--- src/logic/axi_bridge_pkg.sv ---
package axi_bridge_pkg;

    // bus, line and AXI field widths
    typedef logic [31:0]  addr_t;    // byte address
    typedef logic [31:0]  word_t;    // one bus beat
    typedef logic [127:0] line_t;    // one cache line with beat 0 in the low word
    typedef logic [1:0]   beat_t;    // beat index within a line
    typedef logic [3:0]   axi_id_t;
    typedef logic [3:0]   axi_len_t;

    // read ids per requester
    localparam axi_id_t ID_ICACHE   = 4'd0;
    localparam axi_id_t ID_DCACHE   = 4'd1;
    localparam axi_id_t ID_UNCACHED = 4'd2;

    // AXI length field is beats minus one
    localparam axi_len_t LEN_LINE = 4'd3;
    localparam axi_len_t LEN_WORD = 4'd0;

    localparam int BEATS_PER_LINE = 4;

    typedef enum logic [1:0] {
        RD_IDLE,
        RD_ADDR,   // arvalid up
        RD_DATA,   // rready up
        RD_RET     // one-cycle return pulse
    } rd_state_e;

    typedef enum logic [1:0] {
        SRC_ICACHE,
        SRC_DCACHE,
        SRC_UNCACHED
    } rd_src_e;

    typedef enum logic [1:0] {
        WR_IDLE,
        WR_ADDR,   // awvalid up
        WR_DATA,   // wvalid up, four beats
        WR_RESP    // bready up
    } wr_state_e;

endpackage
--- src/logic/cache_axi_bridge.sv ---
`timescale 1ns/1ps

module cache_axi_bridge (
    input  logic                      aclk,
    input  logic                      rst_n,
    // instruction cache refill
    input  logic                      icache_rd_req,
    input  axi_bridge_pkg::addr_t     icache_rd_addr,
    output logic                      icache_rd_rdy,
    output logic                      icache_ret_valid,
    output axi_bridge_pkg::line_t     icache_ret_data,
    // data cache refill and writeback
    input  logic                      dcache_rd_req,
    input  axi_bridge_pkg::addr_t     dcache_rd_addr,
    output logic                      dcache_rd_rdy,
    output logic                      dcache_ret_valid,
    output axi_bridge_pkg::line_t     dcache_ret_data,
    input  logic                      dcache_wr_req,
    input  axi_bridge_pkg::addr_t     dcache_wr_addr,
    input  axi_bridge_pkg::line_t     dcache_wr_data,
    output logic                      dcache_wr_rdy,
    // uncached single word read
    input  logic                      udcache_rd_req,
    input  axi_bridge_pkg::addr_t     udcache_rd_addr,
    output logic                      udcache_rd_rdy,
    output logic                      udcache_ret_valid,
    output axi_bridge_pkg::word_t     udcache_ret_data,
    // AXI read
    output logic                      arvalid,
    input  logic                      arready,
    output axi_bridge_pkg::addr_t     araddr,
    output axi_bridge_pkg::axi_id_t   arid,
    output axi_bridge_pkg::axi_len_t  arlen,
    input  logic                      rvalid,
    output logic                      rready,
    input  axi_bridge_pkg::word_t     rdata,
    input  logic                      rlast,
    // AXI write
    output logic                      awvalid,
    input  logic                      awready,
    output axi_bridge_pkg::addr_t     awaddr,
    output logic                      wvalid,
    input  logic                      wready,
    output axi_bridge_pkg::word_t     wdata,
    output logic                      wlast,
    input  logic                      bvalid,
    output logic                      bready
);

    axi_bridge_pkg::rd_src_e src;
    axi_bridge_pkg::beat_t   rd_count;
    axi_bridge_pkg::beat_t   wr_count;
    axi_bridge_pkg::line_t   rd_line;
    logic                    burst_start;
    logic                    ret_pulse;
    logic                    r_beat;
    logic                    wr_last;
    logic                    wr_load;
    logic                    wr_beat;

    assign r_beat = rvalid && rready;

    // line refills go out aligned, uncached keeps the exact word address
    always_ff @(posedge aclk or negedge rst_n) begin
        if (!rst_n) begin
            araddr <= '0;
        end else if (dcache_rd_req && dcache_rd_rdy) begin
            araddr <= {dcache_rd_addr[31:4], 4'b0000};
        end else if (udcache_rd_req && udcache_rd_rdy) begin
            araddr <= udcache_rd_addr;
        end else if (icache_rd_req && icache_rd_rdy) begin
            araddr <= {icache_rd_addr[31:4], 4'b0000};
        end
    end

    read_arbiter i_rd_arb (
        .aclk           (aclk),
        .rst_n          (rst_n),
        .icache_rd_req  (icache_rd_req),
        .dcache_rd_req  (dcache_rd_req),
        .udcache_rd_req (udcache_rd_req),
        .icache_rd_rdy  (icache_rd_rdy),
        .dcache_rd_rdy  (dcache_rd_rdy),
        .udcache_rd_rdy (udcache_rd_rdy),
        .arvalid        (arvalid),
        .arready        (arready),
        .arid           (arid),
        .arlen          (arlen),
        .rvalid         (rvalid),
        .rlast          (rlast),
        .rready         (rready),
        .src            (src),
        .burst_start    (burst_start),
        .ret_pulse      (ret_pulse)
    );

    // counts R beats to place each one in its line slot
    beat_counter i_rd_beats (
        .aclk  (aclk),
        .rst_n (rst_n),
        .clear (burst_start),
        .beat  (r_beat),
        .count (rd_count),
        .last  ()
    );

    refill_buffer i_refill (
        .aclk              (aclk),
        .rst_n             (rst_n),
        .capture           (r_beat),
        .beat_idx          (rd_count),
        .rdata             (rdata),
        .src               (src),
        .ret_pulse         (ret_pulse),
        .icache_ret_valid  (icache_ret_valid),
        .dcache_ret_valid  (dcache_ret_valid),
        .udcache_ret_valid (udcache_ret_valid),
        .line              (rd_line),
        .word              (udcache_ret_data)
    );

    assign icache_ret_data = rd_line;
    assign dcache_ret_data = rd_line;

    writeback_ctrl i_wb_ctrl (
        .aclk          (aclk),
        .rst_n         (rst_n),
        .dcache_wr_req (dcache_wr_req),
        .dcache_wr_rdy (dcache_wr_rdy),
        .awvalid       (awvalid),
        .awready       (awready),
        .wvalid        (wvalid),
        .wready        (wready),
        .wlast         (wlast),
        .bvalid        (bvalid),
        .bready        (bready),
        .last          (wr_last),
        .load          (wr_load),
        .beat          (wr_beat)
    );

    beat_counter i_wr_beats (
        .aclk  (aclk),
        .rst_n (rst_n),
        .clear (wr_load),
        .beat  (wr_beat),
        .count (wr_count),
        .last  (wr_last)
    );

    writeback_buffer i_wb_buf (
        .aclk           (aclk),
        .rst_n          (rst_n),
        .load           (wr_load),
        .dcache_wr_addr (dcache_wr_addr),
        .dcache_wr_data (dcache_wr_data),
        .beat_idx       (wr_count),
        .awaddr         (awaddr),
        .wdata          (wdata)
    );

endmodule

--- src/logic/writeback_buffer.sv ---
`timescale 1ns/1ps

module writeback_buffer (
    input  logic                   aclk,
    input  logic                   rst_n,
    input  logic                   load,
    input  axi_bridge_pkg::addr_t  dcache_wr_addr,
    input  axi_bridge_pkg::line_t  dcache_wr_data,
    input  axi_bridge_pkg::beat_t  beat_idx,
    output axi_bridge_pkg::addr_t  awaddr,
    output axi_bridge_pkg::word_t  wdata
);

    localparam int WORD_W = $bits(axi_bridge_pkg::word_t);

    axi_bridge_pkg::line_t victim;

    always_ff @(posedge aclk or negedge rst_n) begin
        if (!rst_n) begin
            awaddr <= '0;
        end else if (load) begin
            awaddr <= {dcache_wr_addr[31:4], 4'b0000};   // line aligned
        end
    end

    always_ff @(posedge aclk) begin
        if (load) begin
            victim <= dcache_wr_data;
        end
    end

    // word for the beat currently on W
    assign wdata = victim[beat_idx*WORD_W +: WORD_W];

endmodule

--- src/logic/writeback_ctrl.sv ---
`timescale 1ns/1ps

module writeback_ctrl (
    input  logic  aclk,
    input  logic  rst_n,
    input  logic  dcache_wr_req,
    output logic  dcache_wr_rdy,
    output logic  awvalid,
    input  logic  awready,
    output logic  wvalid,
    input  logic  wready,
    output logic  wlast,
    input  logic  bvalid,
    output logic  bready,
    input  logic  last,     // from the write beat counter
    output logic  load,
    output logic  beat
);

    axi_bridge_pkg::wr_state_e state;
    axi_bridge_pkg::wr_state_e state_nxt;

    assign dcache_wr_rdy = (state == axi_bridge_pkg::WR_IDLE);
    assign awvalid       = (state == axi_bridge_pkg::WR_ADDR);
    assign wvalid        = (state == axi_bridge_pkg::WR_DATA);
    assign bready        = (state == axi_bridge_pkg::WR_RESP);

    assign load  = dcache_wr_req && dcache_wr_rdy;   // victim line accepted
    assign beat  = wvalid && wready;
    assign wlast = wvalid && last;

    always_comb begin
        state_nxt = state;
        case (state)
            axi_bridge_pkg::WR_IDLE: if (load) state_nxt = axi_bridge_pkg::WR_ADDR;
            axi_bridge_pkg::WR_ADDR: if (awready) state_nxt = axi_bridge_pkg::WR_DATA;
            axi_bridge_pkg::WR_DATA: if (beat && last) state_nxt = axi_bridge_pkg::WR_RESP;
            axi_bridge_pkg::WR_RESP: if (bvalid) state_nxt = axi_bridge_pkg::WR_IDLE;
            default:                 state_nxt = axi_bridge_pkg::WR_IDLE;
        endcase
    end

    always_ff @(posedge aclk or negedge rst_n) begin
        if (!rst_n) begin
            state <= axi_bridge_pkg::WR_IDLE;
        end else begin
            state <= state_nxt;
        end
    end

    // a stalled beat keeps valid and its last flag
    a_wvalid_hold: assert property (@(posedge aclk) disable iff (!rst_n)
        wvalid && !wready |=> wvalid && $stable(wlast));

endmodule

--- src/logic/refill_buffer.sv ---
`timescale 1ns/1ps

module refill_buffer (
    input  logic                     aclk,
    input  logic                     rst_n,
    input  logic                     capture,
    input  axi_bridge_pkg::beat_t    beat_idx,
    input  axi_bridge_pkg::word_t    rdata,
    input  axi_bridge_pkg::rd_src_e  src,
    input  logic                     ret_pulse,
    output logic                     icache_ret_valid,
    output logic                     dcache_ret_valid,
    output logic                     udcache_ret_valid,
    output axi_bridge_pkg::line_t    line,
    output axi_bridge_pkg::word_t    word
);

    localparam int WORD_W = $bits(axi_bridge_pkg::word_t);

    // each taken beat lands in its own slot
    always_ff @(posedge aclk or negedge rst_n) begin
        if (!rst_n) begin
            line <= '0;
        end else if (capture) begin
            line[beat_idx*WORD_W +: WORD_W] <= rdata;
        end
    end

    assign word = line[WORD_W-1:0];   // uncached read uses beat 0 only

    // steer the return pulse to whoever was granted
    assign icache_ret_valid  = ret_pulse && (src == axi_bridge_pkg::SRC_ICACHE);
    assign dcache_ret_valid  = ret_pulse && (src == axi_bridge_pkg::SRC_DCACHE);
    assign udcache_ret_valid = ret_pulse && (src == axi_bridge_pkg::SRC_UNCACHED);

endmodule

--- src/logic/read_arbiter.sv ---
`timescale 1ns/1ps

module read_arbiter (
    input  logic                      aclk,
    input  logic                      rst_n,
    input  logic                      icache_rd_req,
    input  logic                      dcache_rd_req,
    input  logic                      udcache_rd_req,
    output logic                      icache_rd_rdy,
    output logic                      dcache_rd_rdy,
    output logic                      udcache_rd_rdy,
    output logic                      arvalid,
    input  logic                      arready,
    output axi_bridge_pkg::axi_id_t   arid,
    output axi_bridge_pkg::axi_len_t  arlen,
    input  logic                      rvalid,
    input  logic                      rlast,
    output logic                      rready,
    output axi_bridge_pkg::rd_src_e   src,
    output logic                      burst_start,
    output logic                      ret_pulse
);

    axi_bridge_pkg::rd_state_e state;
    axi_bridge_pkg::rd_state_e state_nxt;
    logic                      idle;

    assign idle = (state == axi_bridge_pkg::RD_IDLE);

    // data refill beats uncached, uncached beats instruction refill
    assign dcache_rd_rdy  = idle && dcache_rd_req;
    assign udcache_rd_rdy = idle && udcache_rd_req && !dcache_rd_req;
    assign icache_rd_rdy  = idle && icache_rd_req && !dcache_rd_req && !udcache_rd_req;

    assign burst_start = dcache_rd_rdy || udcache_rd_rdy || icache_rd_rdy;

    assign arvalid   = (state == axi_bridge_pkg::RD_ADDR);
    assign rready    = (state == axi_bridge_pkg::RD_DATA);
    assign ret_pulse = (state == axi_bridge_pkg::RD_RET);

    always_comb begin
        state_nxt = state;
        case (state)
            axi_bridge_pkg::RD_IDLE: if (burst_start) state_nxt = axi_bridge_pkg::RD_ADDR;
            axi_bridge_pkg::RD_ADDR: if (arready) state_nxt = axi_bridge_pkg::RD_DATA;
            axi_bridge_pkg::RD_DATA: if (rvalid && rlast) state_nxt = axi_bridge_pkg::RD_RET;
            default:                 state_nxt = axi_bridge_pkg::RD_IDLE;
        endcase
    end

    always_ff @(posedge aclk or negedge rst_n) begin
        if (!rst_n) begin
            state <= axi_bridge_pkg::RD_IDLE;
            src   <= axi_bridge_pkg::SRC_ICACHE;
        end else begin
            state <= state_nxt;
            if (dcache_rd_rdy)
                src <= axi_bridge_pkg::SRC_DCACHE;
            else if (udcache_rd_rdy)
                src <= axi_bridge_pkg::SRC_UNCACHED;
            else if (icache_rd_rdy)
                src <= axi_bridge_pkg::SRC_ICACHE;
        end
    end

    // id and burst length follow the granted source
    always_comb begin
        case (src)
            axi_bridge_pkg::SRC_DCACHE: begin
                arid  = axi_bridge_pkg::ID_DCACHE;
                arlen = axi_bridge_pkg::LEN_LINE;
            end
            axi_bridge_pkg::SRC_UNCACHED: begin
                arid  = axi_bridge_pkg::ID_UNCACHED;
                arlen = axi_bridge_pkg::LEN_WORD;   // single word
            end
            default: begin
                arid  = axi_bridge_pkg::ID_ICACHE;
                arlen = axi_bridge_pkg::LEN_LINE;
            end
        endcase
    end

    // address request held with a stable id until the slave takes it
    a_arvalid_hold: assert property (@(posedge aclk) disable iff (!rst_n)
        arvalid && !arready |=> arvalid && $stable(arid));

    a_one_grant: assert property (@(posedge aclk) disable iff (!rst_n)
        $onehot0({icache_rd_rdy, dcache_rd_rdy, udcache_rd_rdy}));

endmodule

--- src/logic/beat_counter.sv ---
`timescale 1ns/1ps

module beat_counter (
    input  logic                   aclk,
    input  logic                   rst_n,
    input  logic                   clear,
    input  logic                   beat,
    output axi_bridge_pkg::beat_t  count,
    output logic                   last
);

    always_ff @(posedge aclk or negedge rst_n) begin
        if (!rst_n) begin
            count <= '0;
        end else if (clear) begin   // new burst
            count <= '0;
        end else if (beat) begin
            count <= count + 2'd1;
        end
    end

    assign last = (count == axi_bridge_pkg::beat_t'(axi_bridge_pkg::BEATS_PER_LINE - 1));

    // the channel owner must drop valid once the final beat went through
    a_no_beat_after_last: assert property (@(posedge aclk) disable iff (!rst_n)
        beat && last |=> !beat);

endmodule

--- config.mk ---
export PLATFORM = sky130hd
export DESIGN_NAME = cache_axi_bridge
export DESIGN_NICKNAME = d
export VERILOG_FILES = /design/src/logic/axi_bridge_pkg.sv /design/src/logic/cache_axi_bridge.sv /design/src/logic/writeback_buffer.sv /design/src/logic/writeback_ctrl.sv /design/src/logic/refill_buffer.sv /design/src/logic/read_arbiter.sv /design/src/logic/beat_counter.sv
export SDC_FILE = /design/constraint.sdc
export NUM_CORES = 1
export LEC_CHECK = 0
export BUFFER_PORTS_ARGS = -buffer_cell sky130_fd_sc_hd__buf_4
export CAP_MARGIN = 40
export CORE_AREA = 2 2 272 274
export CTS_CLUSTER_DIAMETER = 200
export DETAILED_ROUTE_END_ITERATION = 16
export DIE_AREA = 0 0 274 276
export PLACE_DENSITY = 0.42
export REMOVE_ABC_BUFFERS = 1
export SLEW_MARGIN = 20
export SYNTH_ARGS = -nofsm -noshare
export SYNTH_HDL_FRONTEND = slang
export SYNTH_SLANG_ARGS = --single-unit
export TNS_END_PERCENT = 10
--- constraint.sdc ---
create_clock -name aclk -period 9.3 [get_ports aclk]
set_clock_uncertainty 0.05 [all_clocks]
set_input_delay 0.93 -clock aclk [delete_from_list [all_inputs] [get_ports aclk]]
set_output_delay 0.93 -clock aclk [all_outputs]
set_load 0.02 [all_outputs]
==> flow_metrics.tcl <==
set metrics [dict create \
    wl_met2_mm 25.05 \
    grt_remaining_overflow 0 \
    ys_types 44 \
    cpPeakStageDelay_ns 0.65 \
    synth_cells 939 \
    place_ws_ns 5.593 \
    wl_per_cell_um 20.25 \
    setup_viol 0 \
    tritoncts "done" \
    dr_wl_met3_mm 4.126 \
    finalWorstSetupSlack_ns 5.456 \
    path_class "reg2out" \
    worst_pin_slew_ns 0.8241 \
    ys_async_sr_fraction_pct 60.74 \
    yosys_warnings 0 \
    ys_seq_elements 326 \
    dp_cells 2379 \
    placementRows 99 \
    drt_first_pass_iters 4 \
    first_global_vias 10630 \
    cp_max_fo 19 \
    setup_tns_ns 0 \
    post_cts_resized 0 \
    crit_chain "inv_1 -> ha_1 -> nor2b_4 -> and2_1 -> buf_4" \
    worst_path_max_delay_cell "ha_1" \
    maxSlewHeadroom_pct 45.06 \
    design_area_sq_mm 0.02019 \
    hold_class "in2async" \
    cts_post_setup_buffers_inserted 0 \
    synth_edf_count 128 \
    critPathRequiredTime_ns 8.32 \
    finalNetCount 1779 \
    rsz0062_at_grt "false" \
    avgViaCountPerCell 4.015 \
    fillers 7498 \
    finalHoldViolCount 0 \
    seqCellArea_sq_mm 0.008801 \
    arrival_ns 2.86 \
    power_density_mw_per_mm2 289.9 \
    synthTopCellsByCount "dfrtp_1 (198), buf_4 (170), a22o_1 (132)" \
    io_pins 705 \
    clk_pin_slew_worst_paths_ns 0.06 \
    grt_first_pass_wirelength_mm 71.61 \
    vias 9864 \
    leakage_nw 9.254 \
    synth.area.top_cells "dfrtp_1 (36%), edfxtp_1 (28%), buf_4 (9.3%), a22o_1 (8.4%), mux4_2 (5.2%)" \
    placed_area_sq_mm 0.01886 \
    synth_top_area_share_pct 36.01 \
    hpwl_mm 36.72 \
    drcViolationCount 0 \
    cts-root-buf "clkbuf_16" \
    ys.flop_type "dfrtp_1" \
    grt_antenna_before_repair 1 \
    placement.io_buffers 684 \
    yosysMostFrequentCell "dfrtp_1" \
    start_kind "register" \
    die_w_um 274 \
    start_util_pct 18.95 \
    m1WireLength_mm 19.18 \
    max_freq_ghz 0.2601 \
    reg2reg_depth 7 \
    holdBufCountCts 0 \
    ctsHtreeMaxLevel 2 \
    drtIter0Drc 441 \
    fin_cells 2457 \
    ant_nets 0 \
    cts_made_buffers 40 \
    die_y_um 276 \
    clk_latency_ns 0.54 \
    end_kind "output port" \
    ir_drop_uv 123.6 \
    finalWirelength_mm 49.75 \
    dieArea_sq_mm 0.07562 \
    area_growth_pct 46.77 \
    multiInputGateArea_sq_mm 0.003478 \
    cap_viol_max_count 0 \
    core_area_sq_mm 0.07259 \
    clk_path_buf_depth 3 \
    min_period_ns 3.844 \
    worst-r2r-setup-slack_ns 6.18 \
    drive_gt1_share_pct 55.95 \
    synth.cell_area_sq_mm 0.01376 \
    status "finished, final reports clean" \
    gp_congestion 0.7719 \
    r2r_end "i_wb_buf.awaddr[11]" \
    grt_max_degree 85 \
    r2r_start "i_wb_ctrl.state[0]" \
    slew_viol_final 0 \
    power_w 0.005855 \
    ys_seq_area_share_pct 63.95 \
    clock_sinks 326 \
    finalCritPeriodShare_pct 41.33 \
    syn_avg_cell_area_sq_um 14.65 \
    yosysTopAreaCell "dfrtp_1" \
    highest_layer "met4" \
    grt.total_usage_pct 12.64 \
]
==> routing by layer <==
| metal | track usage (%) | vias to the layer above |
|---|---|---|
| met2 | 22.13 | 480 |
| met3 | 3.509 | 82 |
| met1 | 14.69 | 4917 |
| met4 | 4.404 | 0 |
| li1 | - | 4385 |
| met5 | 0 | - |
==> critical path: cells and delay by family, from the launching register on <==
kind                       cells  cell delay, ns
and+or+nand+nor                2            0.96
buffers and inverters          2            0.31
adders and majority gates      1            0.65
DFF                            1            0.40
==> flip-flops by register name, indices dropped and copies added, names as in the netlist <==
| signal | count |
|---|---|
| araddr | 32 |
| i_rd_arb.src | 2 |
| i_rd_arb.state | 2 |
| i_rd_beats.count | 2 |
| i_refill.line | 128 |
| i_wb_buf.awaddr | 28 |
| i_wb_buf.victim | 128 |
| i_wb_ctrl.state | 2 |
| i_wr_beats.count | 2 |
==> how the worst max path moves through the flow <==
stage | start | to | slack [ns] | cells after the start
3_3_place_gp | dcache_wr_req | i_wb_buf.awaddr[6] | 5.64 | 5
3_5_place_dp | dcache_wr_req | i_wb_buf.awaddr[11] | 5.59 | 5
6_report | i_rd_arb.state[0] | udcache_rd_rdy | 5.46 | 5
2_1_floorplan | dcache_wr_req | i_wb_buf.awaddr[10] | 4.04 | 2
4_1_cts | i_rd_arb.state[0] | udcache_rd_rdy | 5.35 | 5
5_1_grt | i_rd_arb.state[0] | udcache_rd_rdy | 5.25 | 5
==> cells by family after synthesis <==
| group | count (synthesis) | share of synthesized area [%] |
|---|---|---|
| AO/OA/AOI/OAI | 227 | 12.92 |
| buffers and inverters | 235 | 11.29 |
| adder cells (fa/ha/maj) | 15 | 1.364 |
| flip-flops | 326 | 63.95 |
| AND/OR/NAND/NOR | 70 | 2.546 |
| multiplexers | 63 | 7.766 |
| XOR/XNOR | 2 | 0.1273 |
| other | 1 | 0.02726 |
==> per-stage QoR <==
step / hold slack [ns] / utilization [%]
floorplan: 0.4435 / -
global placement: 0.4224 / 25.79
detailed placement: 0.4221 / 25.98
CTS: 0.3733 / 27.74
global route: 0.3989 / 27.81
finish: 0.3843 / 27.82
==> where the power goes <==
group | switching [W] | internal (W) | leakage, nW
registers | 0.000232 | 0.00186 | 3.79
logic | 0.00125 | 0.00100 | 4.83
clock network | 0.000617 | 0.000891 | 0.633
==> area by class of cell <==
type                            count  share of cell area [%]
Clock buffer                       54                   5.676
Tap cell                          959                   5.942
Timing Repair Buffer              702                   26.74
Antenna cell                        2                 0.02478
Sequential cell                   326                   43.58
Multi-Input combinational cell    385                   17.23
Clock inverter                     20                  0.6444
Inverter                            9                  0.1673
==> cells in the final DEF, fill, tap and decap left out, drive strengths merged, types with 2 or more instances in the layout <==
cell | synthesis | layout
nor2 | 21 | 21
a32oi | 16 | 16
nor2b | 7 | 7
o21ai | 41 | 41
nand2 | 26 | 26
clkbuf | 37 | 55
clkinv | 0 | 18
dfrtp | 198 | 198
mux4 | 32 | 32
conb | 1 | 8
edfxtp | 128 | 128
a22o | 132 | 132
mux2 | 30 | 30
a21o | 2 | 2
nor3b | 2 | 2
a21oi | 18 | 18
inv | 9 | 9
buf | 189 | 701
ha | 15 | 15
and2 | 7 | 7
a221oi | 11 | 11
diode | 0 | 2
(Power assumes the default switching activity.)
